### src/core_settings.svh
`ifndef CORE_SETTINGS_SVH
`define CORE_SETTINGS_SVH

// Data word width
`define CORE_XLEN 32

// Architectural registers including r0
`define CORE_NUM_REGS 32

// Issue lanes
// Pairing and writeback priority assume exactly two
`define CORE_LANES 2

// Fetch queue entries
// Any power of two of at least 2 works
`define CORE_QUEUE_DEPTH 4

`endif

### src/core_pkg.sv
`default_nettype none

`include "core_settings.svh"

package core_pkg;

    typedef logic [`CORE_XLEN-1:0] word_t;
    typedef logic [4:0]            reg_addr_t;

    // MIPS primary opcodes
    typedef enum logic [5:0] {
        OP_SPECIAL = 6'h00,
        OP_ADDIU   = 6'h09,
        OP_SLTI    = 6'h0a,
        OP_ANDI    = 6'h0c,
        OP_ORI     = 6'h0d,
        OP_XORI    = 6'h0e,
        OP_LUI     = 6'h0f
    } opcode_e;

    // SPECIAL function field
    typedef enum logic [5:0] {
        FN_SLL  = 6'h00,
        FN_ADDU = 6'h21,
        FN_SUBU = 6'h23,
        FN_AND  = 6'h24,
        FN_OR   = 6'h25,
        FN_XOR  = 6'h26,
        FN_SLT  = 6'h2a
    } funct_e;

    typedef enum logic [3:0] {
        ALU_NOP,
        ALU_ADD,
        ALU_SUB,
        ALU_AND,
        ALU_OR,
        ALU_XOR,
        ALU_SLT,
        ALU_SLL,
        ALU_LUI
    } alu_op_e;

    // Word 0 is the older instruction
    typedef struct packed {
        logic [31:0] word1;
        logic [31:0] word0;
    } inst_bundle_t;

    typedef struct packed {
        logic      valid;
        alu_op_e   op;
        reg_addr_t dest;
        logic      write_en;
        logic      imm_zero_ext;
        reg_addr_t rs;
        reg_addr_t rt;
        logic [15:0] immediate;
        logic [4:0]  shamt;
    } issue_slot_t;

    typedef struct packed {
        word_t rs_data;
        word_t rt_data;
    } lane_read_t;

    typedef struct packed {
        logic      write_en;
        reg_addr_t dest;
        word_t     data;
    } wb_t;

    typedef enum logic {
        WAIT_REQ,
        WAIT_RELEASE
    } ack_state_e;

endpackage

`default_nettype wire

### src/issue_unit.sv
`timescale 1ns/1ns
`default_nettype none

`include "core_settings.svh"

module issue_unit (
    input  wire                          clk,
    input  wire                          rst_n,
    input  wire                          inst_req,
    output logic                         inst_ack,
    input  wire core_pkg::inst_bundle_t  bundle,
    input  wire [`CORE_NUM_REGS-1:0]     busy,
    output core_pkg::issue_slot_t        slots [`CORE_LANES]
);
    import core_pkg::*;

    localparam int PTR_W = $clog2(`CORE_QUEUE_DEPTH);
    localparam int CNT_W = PTR_W + 1;

    ack_state_e       state;
    logic [31:0]      queue [`CORE_QUEUE_DEPTH];
    logic [PTR_W-1:0] rd_ptr;
    logic [PTR_W-1:0] rd_next;
    logic [PTR_W-1:0] wr_ptr;
    logic [PTR_W-1:0] wr_next;
    logic [CNT_W-1:0] count;
    logic             push;
    logic [1:0]       pop;
    issue_slot_t      head;
    issue_slot_t      second;
    logic             head_writes;
    logic             issue0;
    logic             issue1;

    // I-type slots keep rt at r0 and R-type slots a zero immediate,
    // so the lane can merge both into operand B
    function automatic issue_slot_t decode(input logic [31:0] inst);
        issue_slot_t s;
        s = '0;
        s.rs = inst[25:21];
        s.shamt = inst[10:6];
        s.write_en = 1'b1;
        if (inst[31:26] == OP_SPECIAL) begin
            s.rt = inst[20:16];
            s.dest = inst[15:11];
            case (inst[5:0])
                FN_SLL:  s.op = ALU_SLL;
                FN_ADDU: s.op = ALU_ADD;
                FN_SUBU: s.op = ALU_SUB;
                FN_AND:  s.op = ALU_AND;
                FN_OR:   s.op = ALU_OR;
                FN_XOR:  s.op = ALU_XOR;
                FN_SLT:  s.op = ALU_SLT;
                default: s.write_en = 1'b0;
            endcase
        end else begin
            s.dest = inst[20:16];
            s.immediate = inst[15:0];
            s.imm_zero_ext = (inst[31:26] == OP_ANDI) || (inst[31:26] == OP_ORI) ||
                             (inst[31:26] == OP_XORI);
            case (inst[31:26])
                OP_ADDIU: s.op = ALU_ADD;
                OP_SLTI:  s.op = ALU_SLT;
                OP_ANDI:  s.op = ALU_AND;
                OP_ORI:   s.op = ALU_OR;
                OP_XORI:  s.op = ALU_XOR;
                OP_LUI: begin
                    s.op = ALU_LUI;
                    s.rs = '0;
                end
                default:  s.write_en = 1'b0;
            endcase
        end
        // Undefined encodings become a bubble with no sources
        if (!s.write_en) begin
            s.rs = '0;
            s.rt = '0;
            s.dest = '0;
        end
        return s;
    endfunction

    assign inst_ack = (state == WAIT_RELEASE);
    assign push = (state == WAIT_REQ) && inst_req && (count <= CNT_W'(`CORE_QUEUE_DEPTH - 2));
    assign rd_next = rd_ptr + 1'b1;
    assign wr_next = wr_ptr + 1'b1;

    assign head = decode(queue[rd_ptr]);
    assign second = decode(queue[rd_next]);
    assign head_writes = head.write_en && (head.dest != '0);

    assign issue0 = (count != '0) && !busy[head.rs] && !busy[head.rt] &&
                    !(head.write_en && busy[head.dest]);
    assign issue1 = issue0 && (count >= CNT_W'(2)) && !busy[second.rs] && !busy[second.rt] &&
                    !(second.write_en && busy[second.dest]) &&
                    !(head_writes && ((second.rs == head.dest) || (second.rt == head.dest)));
    assign pop = {1'b0, issue0} + {1'b0, issue1};

    always_comb begin
        slots[0] = head;
        slots[0].valid = issue0;
        slots[1] = second;
        slots[1].valid = issue1;
    end

    always_ff @(posedge clk or negedge rst_n) begin
        if (!rst_n) begin
            state <= WAIT_REQ;
            rd_ptr <= '0;
            wr_ptr <= '0;
            count <= '0;
        end else begin
            case (state)
                WAIT_REQ: begin
                    if (push) begin
                        state <= WAIT_RELEASE;
                    end
                end
                WAIT_RELEASE: begin
                    if (!inst_req) begin
                        state <= WAIT_REQ;
                    end
                end
                default: state <= WAIT_REQ;
            endcase
            if (push) begin
                wr_ptr <= wr_ptr + PTR_W'(2);
            end
            rd_ptr <= rd_ptr + PTR_W'(pop);
            count <= count + CNT_W'(push ? 2 : 0) - CNT_W'(pop);
        end
    end

    always_ff @(posedge clk) begin
        if (push) begin
            queue[wr_ptr] <= bundle.word0;
            queue[wr_next] <= bundle.word1;
        end
    end

    ack_rise_needs_req: assert property (@(posedge clk) disable iff (!rst_n)
        $rose(inst_ack) |-> $past(inst_req));

endmodule

`default_nettype wire

### config.mk
export PLATFORM = sky130hd
export DESIGN_NAME = issue_unit
export DESIGN_NICKNAME = d
export VERILOG_FILES = /design/src/core_pkg.sv /design/src/issue_unit.sv
export VERILOG_INCLUDE_DIRS = /design/src
export SDC_FILE = /design/constraint.sdc
export NUM_CORES = 1
export LEC_CHECK = 0
export BUFFER_PORTS_ARGS = -buffer_cell sky130_fd_sc_hd__clkbuf_2
export CAP_MARGIN = 20
export CORE_MARGIN = 5
export CORE_UTILIZATION = 30
export CTS_CLUSTER_SIZE = 16
export DETAILED_ROUTE_END_ITERATION = 8
export SETUP_SLACK_MARGIN = 0.15
export SLEW_MARGIN = 20
export SYNTH_ARGS = -nofsm -noshare
export SYNTH_HDL_FRONTEND = slang
export SYNTH_SLANG_ARGS = --single-unit
### constraint.sdc
create_clock -name clk -period 14.9 [get_ports clk]
set_clock_uncertainty 0.2 [all_clocks]
set_input_delay 2.235 -clock clk [delete_from_list [all_inputs] [get_ports clk]]
set_output_delay 2.235 -clock clk [all_outputs]
set_load 0.005 [all_outputs]
==> impl_results.rst <==
.. list-table::
   :header-rows: 1

   * - Metric
     - Value
   * - Outcome
     - finished, final reports clean
   * - Multiplexer share of the synthesized area
     - 17.6%
   * - Pin count of the biggest net entering global routing
     - 79
   * - Number of instances in the synthesized netlist
     - 903
   * - Primary flip-flop cell chosen by synthesis mapping
     - edfxtp_1
   * - Hold path start
     - inst_ack
   * - Setup violation total in the final timing report
     - 0
   * - Wire length of the first global-routing pass
     - 51.7 mm
   * - Die ar.
     - 36000 um^2
   * - Crit path required time
     - 12.47 ns
   * - Width of the chip
     - 190 um
   * - Hold-fix buffers at CTS
     - 0
   * - Count of cells along the worst hold path
     - 1
   * - Clock latency of the later-clocked register in the worst-skew pair
     - 0.43 ns
   * - Post-synthesis share of cell area spent on and, or, nand and nor gates
     - 13.6%
   * - Post-Synthesis Cell Area
     - 9690 um^2
   * - Share of synthesized cell area in full adder, half adder and majority cells
     - 0.723%
   * - Area Overhead vs Synth
     - 18.6%
   * - Placer's final routability congestion estimate
     - 1.00
   * - Net Count, Synth
     - 1007
   * - Clk Tree Root Cell
     - clkbuf_16
   * - Cell Pwr Density
     - 206 nW/um^2
   * - Vias in the first global route
     - 8085
   * - IO Count
     - 186
   * - Routed len/inst
     - 23.7 um
   * - Combinational family with the most area after synthesis
     - compound AO/OA/AOI/OAI gates
   * - Count of flip-flops with a built-in enable after synthesis
     - 128
   * - Buffers from clock root to sink, at most
     - 2
   * - Slack of the worst reg-to-reg path
     - 8.22 ns
   * - Top post-synthesis cells by area
     - edfxtp_1 40%, mux4_2 8.1%, mux2i_1 6.5%
   * - Clock period minus final worst setup slack
     - 8.10 ns
   * - Largest voltage drop on the vdd net
     - 0.000109 V
   * - Number of buffers added on ports
     - 185
   * - Number of slew-limit violations in the final report
     - 0
   * - Largest stage delay on the critical path
     - 0.81 ns
   * - Remaining antenna violation count
     - 0
   * - Compound-Gate Fraction of Synth Area
     - 19.9%
   * - Ordered cell list for the critical path
     - buf_4 -> mux4_2 -> nand2_2 -> a21oi_1 -> o21ai_1 -> inv_2 -> a311oi_1 -> a221oi_1 -> o32ai_1 -> o2111ai_1 -> nor4_2 -> clkbuf_2
   * - Setup Total Neg Slack
     - 0 ns
   * - Count of clock tree sinks
     - 135
   * - Share of cells above drive strength 1
     - 30.2%
   * - Fmax achieved
     - 0.123 GHz
   * - Number of maximum-capacitance constraint violations
     - 0
   * - Number of DRC violations after detailed routing
     - 0
   * - Transition at the pin with the smallest max-transition slack
     - 1.09 ns
   * - Syn avg cell area
     - 10.7 um^2
   * - XOR/XNOR Fraction of Synth Area
     - 1.72%
   * - Number of buffers inserted to repair setup after CTS
     - 0
   * - Leading cell type by number of instances after synthesis
     - edfxtp_1
   * - Core footprint
     - 31700 um^2
   * - Hold Fails Final Rpt
     - 0
   * - Worst Hold End
     - inst_ack
   * - Register bit total from synthesis
     - 135
   * - Synth cell count leaders
     - 128 x edfxtp_1, 73 x nor2_1, 71 x nand2_1
   * - Crit Reg-Reg Endpoint
     - count[2]
   * - Endpoint class of the critical path
     - primary output
   * - Post-synthesis cell type with the largest combined area
     - edfxtp_1
   * - Aggregate routed wire length
     - 35.0 mm
   * - Worst reg-to-reg path cell count
     - 17
   * - Final net count
     - 1169
   * - All-layer global routing usage
     - 18.9%
   * - Total number of H-tree levels
     - 4
   * - Leak
     - 0.00437 uW
   * - TritonCTS Buffers
     - 17
   * - Initial antenna violation count
     - 3
   * - GRT Residual Overflow
     - 0
   * - Fillers
     - 3208
   * - Iteration-0 DRC Markers
     - 935
   * - RSZ-0062 raised after global routing
     - no
   * - Height of the die
     - 190 um
   * - Antenna diode count
     - 0
   * - Top-area cell type share of the netlist area
     - 39.7%
   * - Clock tree from TritonCTS
     - yes
   * - Number of cell rows
     - 65
   * - Reg2reg start
     - rd_ptr[1]
   * - Vias
     - 8494
   * - First-pass iteration count of the detailed router
     - 5
   * - Cell variety after synth
     - 92
   * - Class of the most critical setup path
     - register to primary output
   * - Type of origin of the critical path
     - register
   * - Placed wire-length estimate
     - 26.8 mm
   * - Worst path arrival time
     - 5.66 ns
   * - Critical Path Fanout Max
     - 63
   * - Clock transition at path regs
     - 0.07 ns
   * - Share of the clock period used by the worst path after layout
     - 54.3%
   * - Sequential fraction of the synthesis area
     - 41.5%
   * - Initial cell density of the core
     - 30.6%
   * - Count of warnings emitted by yosys
     - 0
   * - Cts repair resizes
     - 0
   * - CP max-delay cell
     - buf_4
   * - Overall power consumption
     - 2360 uW
   * - Worst slew slack as a fraction of its limit
     - 27.3%
   * - Class of the tightest hold or removal check
     - register to register
   * - Number of vias per cell after detailed routing
     - 5.74
   * - Fraction of registers with async set or reset after synthesis
     - 5.19%
==> worst max-delay path by stage <==
| stage | from | endpoint | slack, ns | cells after the start |
|---|---|---|---|---|
| 2_1_floorplan | busy[7] | slots[42] | 8.78 | 10 |
| 3_3_place_gp | rd_ptr[1] | slots[42] | 7.53 | 12 |
| 3_5_place_dp | rd_ptr[1] | slots[42] | 7.35 | 12 |
| 4_1_cts | rd_ptr[1] | slots[42] | 6.88 | 12 |
| 5_1_grt | rd_ptr[1] | slots[42] | 6.54 | 12 |
| 6_report | rd_ptr[1] | slots[42] | 6.80 | 12 |
==> routing by layer <==
layer,global-route usage [%],vias to the layer above,wire length (um)
met5,0,-,39
met2,30.1,449,16200
li1,-,3868,-
met1,26.0,4107,14800
met3,4.33,64,3110
met4,5.34,6,916
==> cell families (layout without fill, tap and decap cells) <==
family          after synthesis  after routing
simple gates                264            264
flops                       135            135
fa+ha+maj                     5              5
xor+xnor                     19             19
compound gates              264            264
mux                         121            121
buf+inv                      95            270
==> layout make-up <==
type                            count  area (um^2)  share of cell area [%]
Clock buffer                       17          425                    3.70
Clock inverter                     15          159                    1.38
Inverter                           41          154                    1.34
Multi-Input combinational cell    673         5210                    45.3
Sequential cell                   135         4030                    35.0
Tap cell                          402          503                    4.38
Timing Repair Buffer              197         1020                    8.84
==> stage by stage <==
| stage | setup slack, ns | hold WS (ns) | cell area [um^2] | cells | util (%) |
|---|---|---|---|---|---|
| floorplan | 8.78 | 0.268 | 9690 | 903 | - |
| global placement | 7.53 | 0.299 | 10900 | 1448 | 34.4 |
| detailed placement | 7.35 | 0.301 | 10900 | 1448 | 34.4 |
| CTS | 6.88 | 0.317 | 11500 | 1480 | 36.2 |
| global route | 6.54 | 0.350 | 11500 | 1480 | 36.2 |
| finish | 6.80 | 0.314 | 11500 | 1480 | 36.2 |
==> flip-flops by register name, summed over array words and instances, names as in the netlist <==
name	cells
inst_ack	1
rd_ptr	2
count	3
wr_ptr	1
queue	128
==> layout by cell type, fill, tap and decap left out, types with 5 or more instances in the layout <==
cell type  instances
a211oi_1          15
a21oi_1           44
a21oi_2            5
a221oi_1           6
a22oi_1            9
a311oi_1           8
a31oi_1           15
and2_1            32
and3_1             8
buf_4             12
clkbuf_16         17
clkbuf_2         185
dfrtp_1            5
edfxtp_1         128
inv_1             36
inv_8              5
mux2_2            21
mux2i_1           63
mux4_2            35
nand2_1           71
nand3_1           10
nor2_1            71
nor2b_1           12
nor3_1            15
o2111ai_1          6
o211ai_1          16
o21a_1             6
o21ai_0           41
o21ai_1            8
o22ai_1           12
o31ai_1            6
o32ai_1            8
or2_2              5
or3_1              5
xnor2_1           17
==> critical path: cells and delay by family (launching register included) <==
kind,cells,cell delay [ns]
mux,1,0.68
compound gates,6,1.84
flops,1,0.62
buf+inv,3,1.14
simple gates,2,0.92
==> power breakdown <==
| part | internal [uW] | switching (uW) |
|---|---|---|
| Sequential | 493 | 51.8 |
| Clock | 237 | 175 |
| Combinational | 538 | 867 |
| Total | 1270 | 1090 |
Power figures use the tool's default switching activity.
