## src/core_settings.svh

```systemverilog
`ifndef CORE_SETTINGS_SVH
`define CORE_SETTINGS_SVH

// Data word width
`define CORE_XLEN 32

// Architectural registers including r0
`define CORE_NUM_REGS 32

// Issue lanes
// Pairing and writeback priority assume exactly two
`define CORE_LANES 2

// Fetch queue entries
// Any power of two of at least 2 works
`define CORE_QUEUE_DEPTH 4

`endif

```

## src/core_pkg.sv

```systemverilog
`default_nettype none

`include "core_settings.svh"

package core_pkg;

    typedef logic [`CORE_XLEN-1:0] word_t;
    typedef logic [4:0]            reg_addr_t;

    // MIPS primary opcodes
    typedef enum logic [5:0] {
        OP_SPECIAL = 6'h00,
        OP_ADDIU   = 6'h09,
        OP_SLTI    = 6'h0a,
        OP_ANDI    = 6'h0c,
        OP_ORI     = 6'h0d,
        OP_XORI    = 6'h0e,
        OP_LUI     = 6'h0f
    } opcode_e;

    // SPECIAL function field
    typedef enum logic [5:0] {
        FN_SLL  = 6'h00,
        FN_ADDU = 6'h21,
        FN_SUBU = 6'h23,
        FN_AND  = 6'h24,
        FN_OR   = 6'h25,
        FN_XOR  = 6'h26,
        FN_SLT  = 6'h2a
    } funct_e;

    typedef enum logic [3:0] {
        ALU_NOP,
        ALU_ADD,
        ALU_SUB,
        ALU_AND,
        ALU_OR,
        ALU_XOR,
        ALU_SLT,
        ALU_SLL,
        ALU_LUI
    } alu_op_e;

    // Word 0 is the older instruction
    typedef struct packed {
        logic [31:0] word1;
        logic [31:0] word0;
    } inst_bundle_t;

    typedef struct packed {
        logic      valid;
        alu_op_e   op;
        reg_addr_t dest;
        logic      write_en;
        logic      imm_zero_ext;
        reg_addr_t rs;
        reg_addr_t rt;
        logic [15:0] immediate;
        logic [4:0]  shamt;
    } issue_slot_t;

    typedef struct packed {
        word_t rs_data;
        word_t rt_data;
    } lane_read_t;

    typedef struct packed {
        logic      write_en;
        reg_addr_t dest;
        word_t     data;
    } wb_t;

    typedef enum logic {
        WAIT_REQ,
        WAIT_RELEASE
    } ack_state_e;

endpackage

`default_nettype wire

```

## src/alu_lane.sv

```systemverilog
`timescale 1ns/1ns
`default_nettype none

`include "core_settings.svh"

module alu_lane (
    input  wire                         clk,
    input  wire                         rst_n,
    input  wire core_pkg::issue_slot_t  slot,
    input  wire core_pkg::lane_read_t   operands,
    output core_pkg::wb_t               wb
);
    import core_pkg::*;

    issue_slot_t ex_slot;
    lane_read_t  ex_ops;
    logic        ex_wr;
    word_t       imm_ext;
    word_t       op_a;
    word_t       op_b;
    word_t       result;
    logic        wb_en_q;
    reg_addr_t   wb_dest_q;
    word_t       wb_data_q;

    // Operand capture on the issue edge
    always_ff @(posedge clk or negedge rst_n) begin
        if (!rst_n) begin
            ex_wr <= 1'b0;
        end else begin
            ex_wr <= slot.valid && slot.write_en;
        end
    end

    always_ff @(posedge clk) begin
        ex_slot <= slot;
        ex_ops <= operands;
    end

    assign imm_ext = ex_slot.imm_zero_ext ?
                     {{(`CORE_XLEN-16){1'b0}}, ex_slot.immediate} :
                     {{(`CORE_XLEN-16){ex_slot.immediate[15]}}, ex_slot.immediate};

    assign op_a = ex_ops.rs_data;
    // rt is r0 for I-type and the immediate is zero for R-type
    assign op_b = ex_ops.rt_data | imm_ext;

    always_comb begin
        case (ex_slot.op)
            ALU_ADD: result = op_a + op_b;
            ALU_SUB: result = op_a - op_b;
            ALU_AND: result = op_a & op_b;
            ALU_OR:  result = op_a | op_b;
            ALU_XOR: result = op_a ^ op_b;
            ALU_SLT: result = word_t'($signed(op_a) < $signed(op_b));
            ALU_SLL: result = op_b << ex_slot.shamt;
            ALU_LUI: result = {ex_slot.immediate, {(`CORE_XLEN-16){1'b0}}};
            default: result = '0;
        endcase
    end

    // Result register feeding writeback
    always_ff @(posedge clk or negedge rst_n) begin
        if (!rst_n) begin
            wb_en_q <= 1'b0;
        end else begin
            wb_en_q <= ex_wr;
        end
    end

    always_ff @(posedge clk) begin
        wb_dest_q <= ex_slot.dest;
        wb_data_q <= result;
    end

    assign wb = '{write_en: wb_en_q, dest: wb_dest_q, data: wb_data_q};

    wb_follows_issue: assert property (@(posedge clk) disable iff (!rst_n)
        wb.write_en |-> $past(slot.valid && slot.write_en, 2));

endmodule

`default_nettype wire

```

## config.mk

```make
export PLATFORM = sky130hd
export DESIGN_NAME = alu_lane
export DESIGN_NICKNAME = d
export VERILOG_FILES = /design/src/core_pkg.sv /design/src/alu_lane.sv
export VERILOG_INCLUDE_DIRS = /design/src
export SDC_FILE = /design/constraint.sdc
export NUM_CORES = 1
export LEC_CHECK = 0
export BUFFER_PORTS_ARGS = -buffer_cell sky130_fd_sc_hd__buf_2
export CELL_PAD_IN_SITES_DETAIL_PLACEMENT = 1
export CELL_PAD_IN_SITES_GLOBAL_PLACEMENT = 2
export CORE_UTILIZATION = 31
export CTS_CLUSTER_DIAMETER = 30
export DETAILED_ROUTE_END_ITERATION = 6
export GPL_ROUTABILITY_DRIVEN = 0
export GPL_TIMING_DRIVEN = 0
export PLACE_DENSITY = 0.75
export REMOVE_ABC_BUFFERS = 1
export SLEW_MARGIN = 15
export SYNTH_ARGS = -nofsm -noshare
export SYNTH_HDL_FRONTEND = slang
export SYNTH_SLANG_ARGS = --single-unit
```

## constraint.sdc

```tcl
create_clock -name clk -period 3.7 [get_ports clk]
set_input_delay 0.37 -clock clk [delete_from_list [all_inputs] [get_ports clk]]
set_output_delay 0.37 -clock clk [all_outputs]
set_load 0.03 [all_outputs]
```

==> results.md, run 1 <==
* Status: finished, final reports clean
* Final period util at 0.978
* Antenna diode count at 0
* P&R area growth vs syn at 23.7%
* Hold Fails Final Rpt at 0
* Syn Inst Count at 1,186
* Residual DRC at 0
* Fin area at 12,200 µm²
* Worst R2R Start: ex_slot[20]
* CP max FO at 12
* Starting Density at 0.314
* Clock power share at 0.365
* PwrDens at 399 nW/µm²
* Clock Path Buffers at 2
* Crit path kind: reg -> reg
* Slew Limit Fails at 0
* DRT Pass-1 Iters at 5
* Routed Antenna Nets at 0
* Final worst slack at 0.0796 ns
* Largest net degree at the start of global routing at 39
* Placed cell areas at 10,900 µm²
* Slew of the pin with the lowest slew margin at 1.06 ns
* Worst VDD drop at 430 µV
* Post-synth EDFFs at 0
* Most common cell after layout, fill and taps aside: buf_2
* Port bufs at 136
* Skew-Pair Late Insertion Delay at 0.45 ns
* Vias in the first global route at 9,982
* Leakage at 5.40 nW
* Minimum clock period at 3.62 ns
* Setup crit start kind: register
* Slew margin rel. at 0.296
* Remaining Overflow, GRT at 0
* Max Freq at 276 MHz
* Setup violators final at 0
* RR Endpoint: wb_data_q[0]
* Nets at 1,514
* Detail-routed via count per cell at 5.71
* Most frequent cells in the layout: buf_2, dfxtp_1, nor2_1
* Avg Inst Size Synth at 8.33 µm²
* Pre-CTS setup slack at -0.880 ns
* DRT Wirelength at 40.0 mm
* WHS Endpoint: op_a[5]
* Worst Skew at 0.0160 ns
* Final setup TNS at 0 ns
* Sequential share of the synthesized area at 0.272
* First-pass GRT wire length at 61.0 mm
* Crit path arrival time at 3.96 ns
* FP Rows at 65
* Total track usage at 0.247
* Sw Ratio at 0.347
* Die Wd at 181 µm
* H-Tree Depth at 4
* CP endpoint kind: register
* Post-synthesis cell type count at 85
* Netlist area before placement at 9880 µm²
* R2r worst-path depth at 15
* Warnings from Yosys at 0
* CTS tree: built
* Worst-path clk slew at 0.07 ns
* DRT iter0 DRCs at 702
* Fin Hold WS at 0.0138 ns
* Filler cells at 3,690
* Core footprint at 31,500 µm²
* Post-synth top flop: dfxtp_1
* Net Sw Power at 1.70 mW
* DR WL/cell at 23.3 µm
* Combinational Power Share at 0.294
* Initial antenna violation count at 0
* FF+latch count, synth at 134
* Max Cap Violations at 0
* Die H at 181 µm
* Root buffer cell: clkbuf_16
* Asr flop ratio synth at 0.0149
* Share of cells above drive strength 1 at 0.268
* Die area at 32,600 µm²
* Via Count at 9,791
* Worst Hold Launch: operands[37]
* Core Util, Final at 0.389
* CTS Sinks at 134
* CTS buffer count at 17
* Hpwl dp at 30.3 mm
* Num ports at 147
* Worst R2R Setup Slack at 0.08 ns
* Critical Path RT at 4.04 ns
* Internal Power at 3.18 mW
* Reg power frac at 0.341
* Worst min path class: in -> reg
* Worst Hold Depth at 1
-- per-layer routing --
metal / wire length, µm / vias to the layer above / track usage
li1: - / 4557 / -
met1: 18000 / 4851 / 0.324
met2: 18700 / 315 / 0.404
met3: 1940 / 68 / 0.0380
met4: 1400 / 0 / 0.101
met5: 0 / - / 0
-- worst max path at each step --
stage	startpoint	end	depth (start not counted)	slack, ns
after floorplan	ex_slot[20]	wb_data_q[30]	12	-0.14
after global placement	ex_slot[38]	wb_data_q[30]	9	-2.82
after detailed placement	ex_slot[20]	wb_data_q[30]	12	-0.88
after CTS	ex_slot[9]	wb_data_q[28]	13	-0.06
after global routing	ex_slot[19]	wb_data_q[31]	14	-0.03
final	ex_slot[20]	wb_data_q[0]	15	0.08
-- per-stage QoR --
step	std cells	total power, mW
finish	1715	4.88
global route	1715	5.12
CTS	1705	4.82
detailed placement	1660	2.97
global placement	1647	2.94
floorplan	1109	2.51
-- power by group through the flow --
| stage | sequential (mW) | clock [mW] | combinational, mW |
|---|---|---|---|
| 6_report | 1.66 | 1.78 | 1.43 |
| 4_1_cts | 1.66 | 1.83 | 1.33 |
| 2_1_floorplan | 1.77 | 0 | 0.740 |
| 3_3_place_gp | 1.70 | 0 | 1.24 |
| 3_5_place_dp | 1.69 | 0 | 1.28 |
| 5_1_grt | 1.68 | 1.89 | 1.55 |
-- critical path, stage by stage, from the launching register on --
cell	delay, ns
dfxtp_2	0.36
nor2b_4	0.14
buf_12	0.13
or2_2	0.31
inv_1	0.13
ha_4	0.26
or2_4	0.28
nand4b_1	0.28
nor2b_2	0.23
a2111o_1	0.21
o31ai_4	0.11
or3_1	0.36
a21oi_2	0.20
buf_4	0.13
nand2_1	0.09
a31o_1	0.25
-- synth_stat cells, drive strengths merged, types with 19 or more instances --
cell,count,share of area
a211oi,21,0.016
a21o,19,0.014
a21oi,92,0.047
a221oi,31,0.027
buf,29,0.016
clkbuf,48,0.018
dfxtp,132,0.27
ha,102,0.13
inv,104,0.039
mux2i,30,0.030
mux4,21,0.049
nand2,66,0.025
nor2,108,0.041
nor3,21,0.011
o21ai,77,0.039
or2,34,0.022
-- what timing repair did --
item | CTS | global route
endpoints found under the setup margin | 20 | 18
setup buffers | 8 | 10
hold buffers | 5 | 0
endpoints found under the hold margin | 6 | 0
gates resized for setup | 36 | 69
pin swaps | 7 | 12
gates cloned | 1 | 0
-- logic make-up (layout without fill, tap and decap cells) --
family                   count (synthesis)  count (layout)  synth area share
AO/OA/AOI/OAI                          398             398             0.274
XOR/XNOR                                 8               8           0.00709
adder cells (fa/ha/maj)                104             104             0.133
buffers and inverters                  181             307            0.0738
flip-flops                             134             134             0.272
multiplexers                            63              63            0.0927
AND/OR/NAND/NOR                        298             299             0.146
-- sequential cells by signal, indices dropped and copies added, names as in the netlist --
name       cells
ex_ops        32
op_a          32
wb_data_q     32
wb_dest_q      5
ex_slot       31
ex_wr          1
wb_en_q        1
-- cell type report --
cell class / instances / area [µm²] / area share
well taps: 402 / 503 / 0.0411
repair buffers: 172 / 1050 / 0.0856
inverters: 104 / 394 / 0.0322
flip-flops and latches: 134 / 2710 / 0.221
clock buffers: 18 / 439 / 0.0359
multi-input cells: 872 / 6970 / 0.570
clock inverters: 13 / 171 / 0.0140
No activity file was read; power rests on OpenSTA's default activity.
==> inputs of run 2 (changes only) <==
Settings changed: MAX_ROUTING_LAYER set to met4.
==> run 2 against run 1 <==
Net effect:
- via count rose by 0.25%
- worst setup slack got worse by 0.024 ns
- critical path type unchanged
- routed wire length is essentially flat
- final cell count rose by 0.12%
- highest routed layer unchanged
- critical endpoint unchanged
- power about the same
==> results.md, run 2 (synthesis results as in run 1) <==
* Status: finished, final reports clean
* Worst Skew at 0.0151 ns (-0.000853 ns)
* Skew-Pair Late Insertion Delay at 0.46 ns (about the same)
* CP endpoint kind: register
* Final Power at 4.88 mW (about the same)
* Worst path cell trace: nor2b_4 -> buf_12 -> or2_2 -> inv_1 -> ha_4 -> or2_4 -> nand4b_1 -> nor2b_2 -> a2111o_1 -> o31ai_4 -> or3_1 -> a21oi_2 -> buf_4 -> nand2_1 -> a31o_1
* Hpwl dp at 30.3 mm (unchanged)
* Leakage at 5.40 nW (about the same)
* Setup crit start kind: register
* Worst-path clk slew at 0.07 ns (about the same)
* Crit path kind: reg -> reg
* Slew of the pin with the lowest slew margin at 1.07 ns (+0.0109 ns)
* CTS buffer count at 17 (unchanged)
* Placed cell areas at 10,900 µm² (unchanged)
* Pre-CTS setup slack at -0.880 ns (unchanged)
* Die area at 32,600 µm² (unchanged)
* Setup violators final at 0 (unchanged)
* Multi-input gate area in the final layout at 6940 µm² (-0.45%)
* Final setup TNS at 0 ns (unchanged)
* Sequential cell area at 2700 µm² (about the same)
* Die Wd at 181 µm (unchanged)
* Detail-routed via count per cell at 5.72 (+0.13%)
* DRT Wirelength at 40.0 mm (about the same)
* Core footprint at 31,500 µm² (unchanged)
* Slowest stage delay, CP at 0.45 ns (+0.09 ns)
* Starting Density at 0.314 (unchanged)
* Residual DRC at 0 (unchanged)
* Max Freq at 274 MHz (-0.66%)
* Final worst slack at 0.0555 ns (-0.0241 ns)
* Hold Fails Final Rpt at 0 (unchanged)
* CP max FO at 12 (unchanged)
* PwrDens at 400 nW/µm² (+0.15%)
* Most frequent cells in the layout: buf_2, dfxtp_1, nor2_1
* Family with the most delay on the worst path: simple AND/OR/NAND/NOR gates
* WP buf/inv at 3 (unchanged)
* Routed Antenna Nets at 0 (unchanged)
* Crit path arrival time at 3.98 ns (+0.02 ns)
* Worst VDD drop at 430 µV (-0.11%)
* Share of cells above drive strength 1 at 0.267 (-0.00117)
* Worst min path class: in -> reg
* CTS Sinks at 134 (unchanged)
* Core Util, Final at 0.388 (-0.000676)
* Initial antenna violation count at 0 (unchanged)
* Slowest-stage cell, CP: dfxtp_1
* Critical Path RT at 4.04 ns (about the same)
* Total track usage at 0.254 (+0.00729)
* Minimum clock period at 3.64 ns (+0.0241 ns)
* Slew margin rel. at 0.289 (-0.00729)
* Clock Path Buffers at 2 (unchanged)
* P&R area growth vs syn at 23.5%
* H-Tree Depth at 4 (unchanged)
* Root buffer cell: clkbuf_16
* Final period util at 0.985 (+0.00651)
* Largest net degree at the start of global routing at 39 (unchanged)
* FP Rows at 65 (unchanged)
* Antenna diode count at 0 (unchanged)
* Vias in the first global route at 9,987 (+0.050%)
* Fin area at 12,200 µm² (-0.17%)
* Max Cap Violations at 0 (unchanged)
* Num ports at 147 (unchanged)
* CTS tree: built
* Filler cells at 3,687 (-0.081%)
* Port bufs at 136 (unchanged)
* Remaining Overflow, GRT at 0 (unchanged)
* DRT Pass-1 Iters at 5 (unchanged)
* Die H at 181 µm (unchanged)
* Slew Limit Fails at 0 (unchanged)
* DR WL/cell at 23.3 µm (-0.14%)
* First-pass GRT wire length at 60.9 mm (about the same)
* Nets at 1,516 (+0.13%)
* Via Count at 9,815 (+0.25%)
* DRT iter0 DRCs at 801 (+14%)
* Most common cell after layout, fill and taps aside: buf_2
run 2: timing repair:
action	4_1_cts	5_1_grt
resized for setup	36	64
pin swaps	7	13
hold endpoints to repair	6	0
setup buffers	8	12
hold buffers	5	0
setup endpoints to repair	20	19
gates cloned	1	0
run 2: stage by stage:
stage / hold slack (ns) / cells
2_1_floorplan: 0.0744 / 1109
3_3_place_gp: 0.156 / 1647
3_5_place_dp: 0.157 / 1660
4_1_cts: 0.0000621 / 1705
5_1_grt: -0.000747 / 1717
6_report: 0.00956 / 1717
run 2: layout make-up:
| type | count | share of cell area |
|---|---|---|
| Timing Repair Buffer | 174 | 0.0868 |
| Clock inverter | 13 | 0.0140 |
| Multi-Input combinational cell | 872 | 0.568 |
| Sequential cell | 134 | 0.221 |
| Tap cell | 402 | 0.0412 |
| Clock buffer | 18 | 0.0360 |
| Inverter | 104 | 0.0323 |
run 2: worst reg2reg max path: cells and delay by family (launching register included):
family / cells / cell delay [ns]
buffers and inverters: 3 / 0.40
and+or+nand+nor: 7 / 1.62
adders and majority gates: 1 / 0.26
AOI/OAI and AO/OA: 4 / 0.80
DFF: 1 / 0.45
run 2: layer usage:
layer  track usage  vias to the layer above  share of wire
li1              -                     4566              -
met1         0.324                     4867           0.45
met2         0.406                      317           0.47
met3        0.0360                       65          0.048
met4        0.0985                        0          0.033
met5             -                        -              0
run 2: final timing paths:
| kind | to | from | cells after the start | slack (ns) |
|---|---|---|---|---|
| max in group asynchronous | wb_en_q | rst_n | 2 | 3.38 |
| hold / removal | op_a[5] | operands[37] | 1 | 0.01 |
| setup reg to reg | wb_data_q[0] | ex_slot[31] | 15 | 0.06 |
| hold reg to reg | wb_dest_q[3] | ex_slot[36] | 0 | 0.33 |
| setup / recovery | wb_data_q[0] | ex_slot[31] | 15 | 0.06 |
| min in group asynchronous | ex_wr | rst_n | 2 | 0.23 |
run 2: report_power, final:
part / switching, mW / internal (mW)
clock: 0.704 / 1.08
sequential: 0.105 / 1.56
combinational: 0.888 / 0.543
total: 1.70 / 3.18
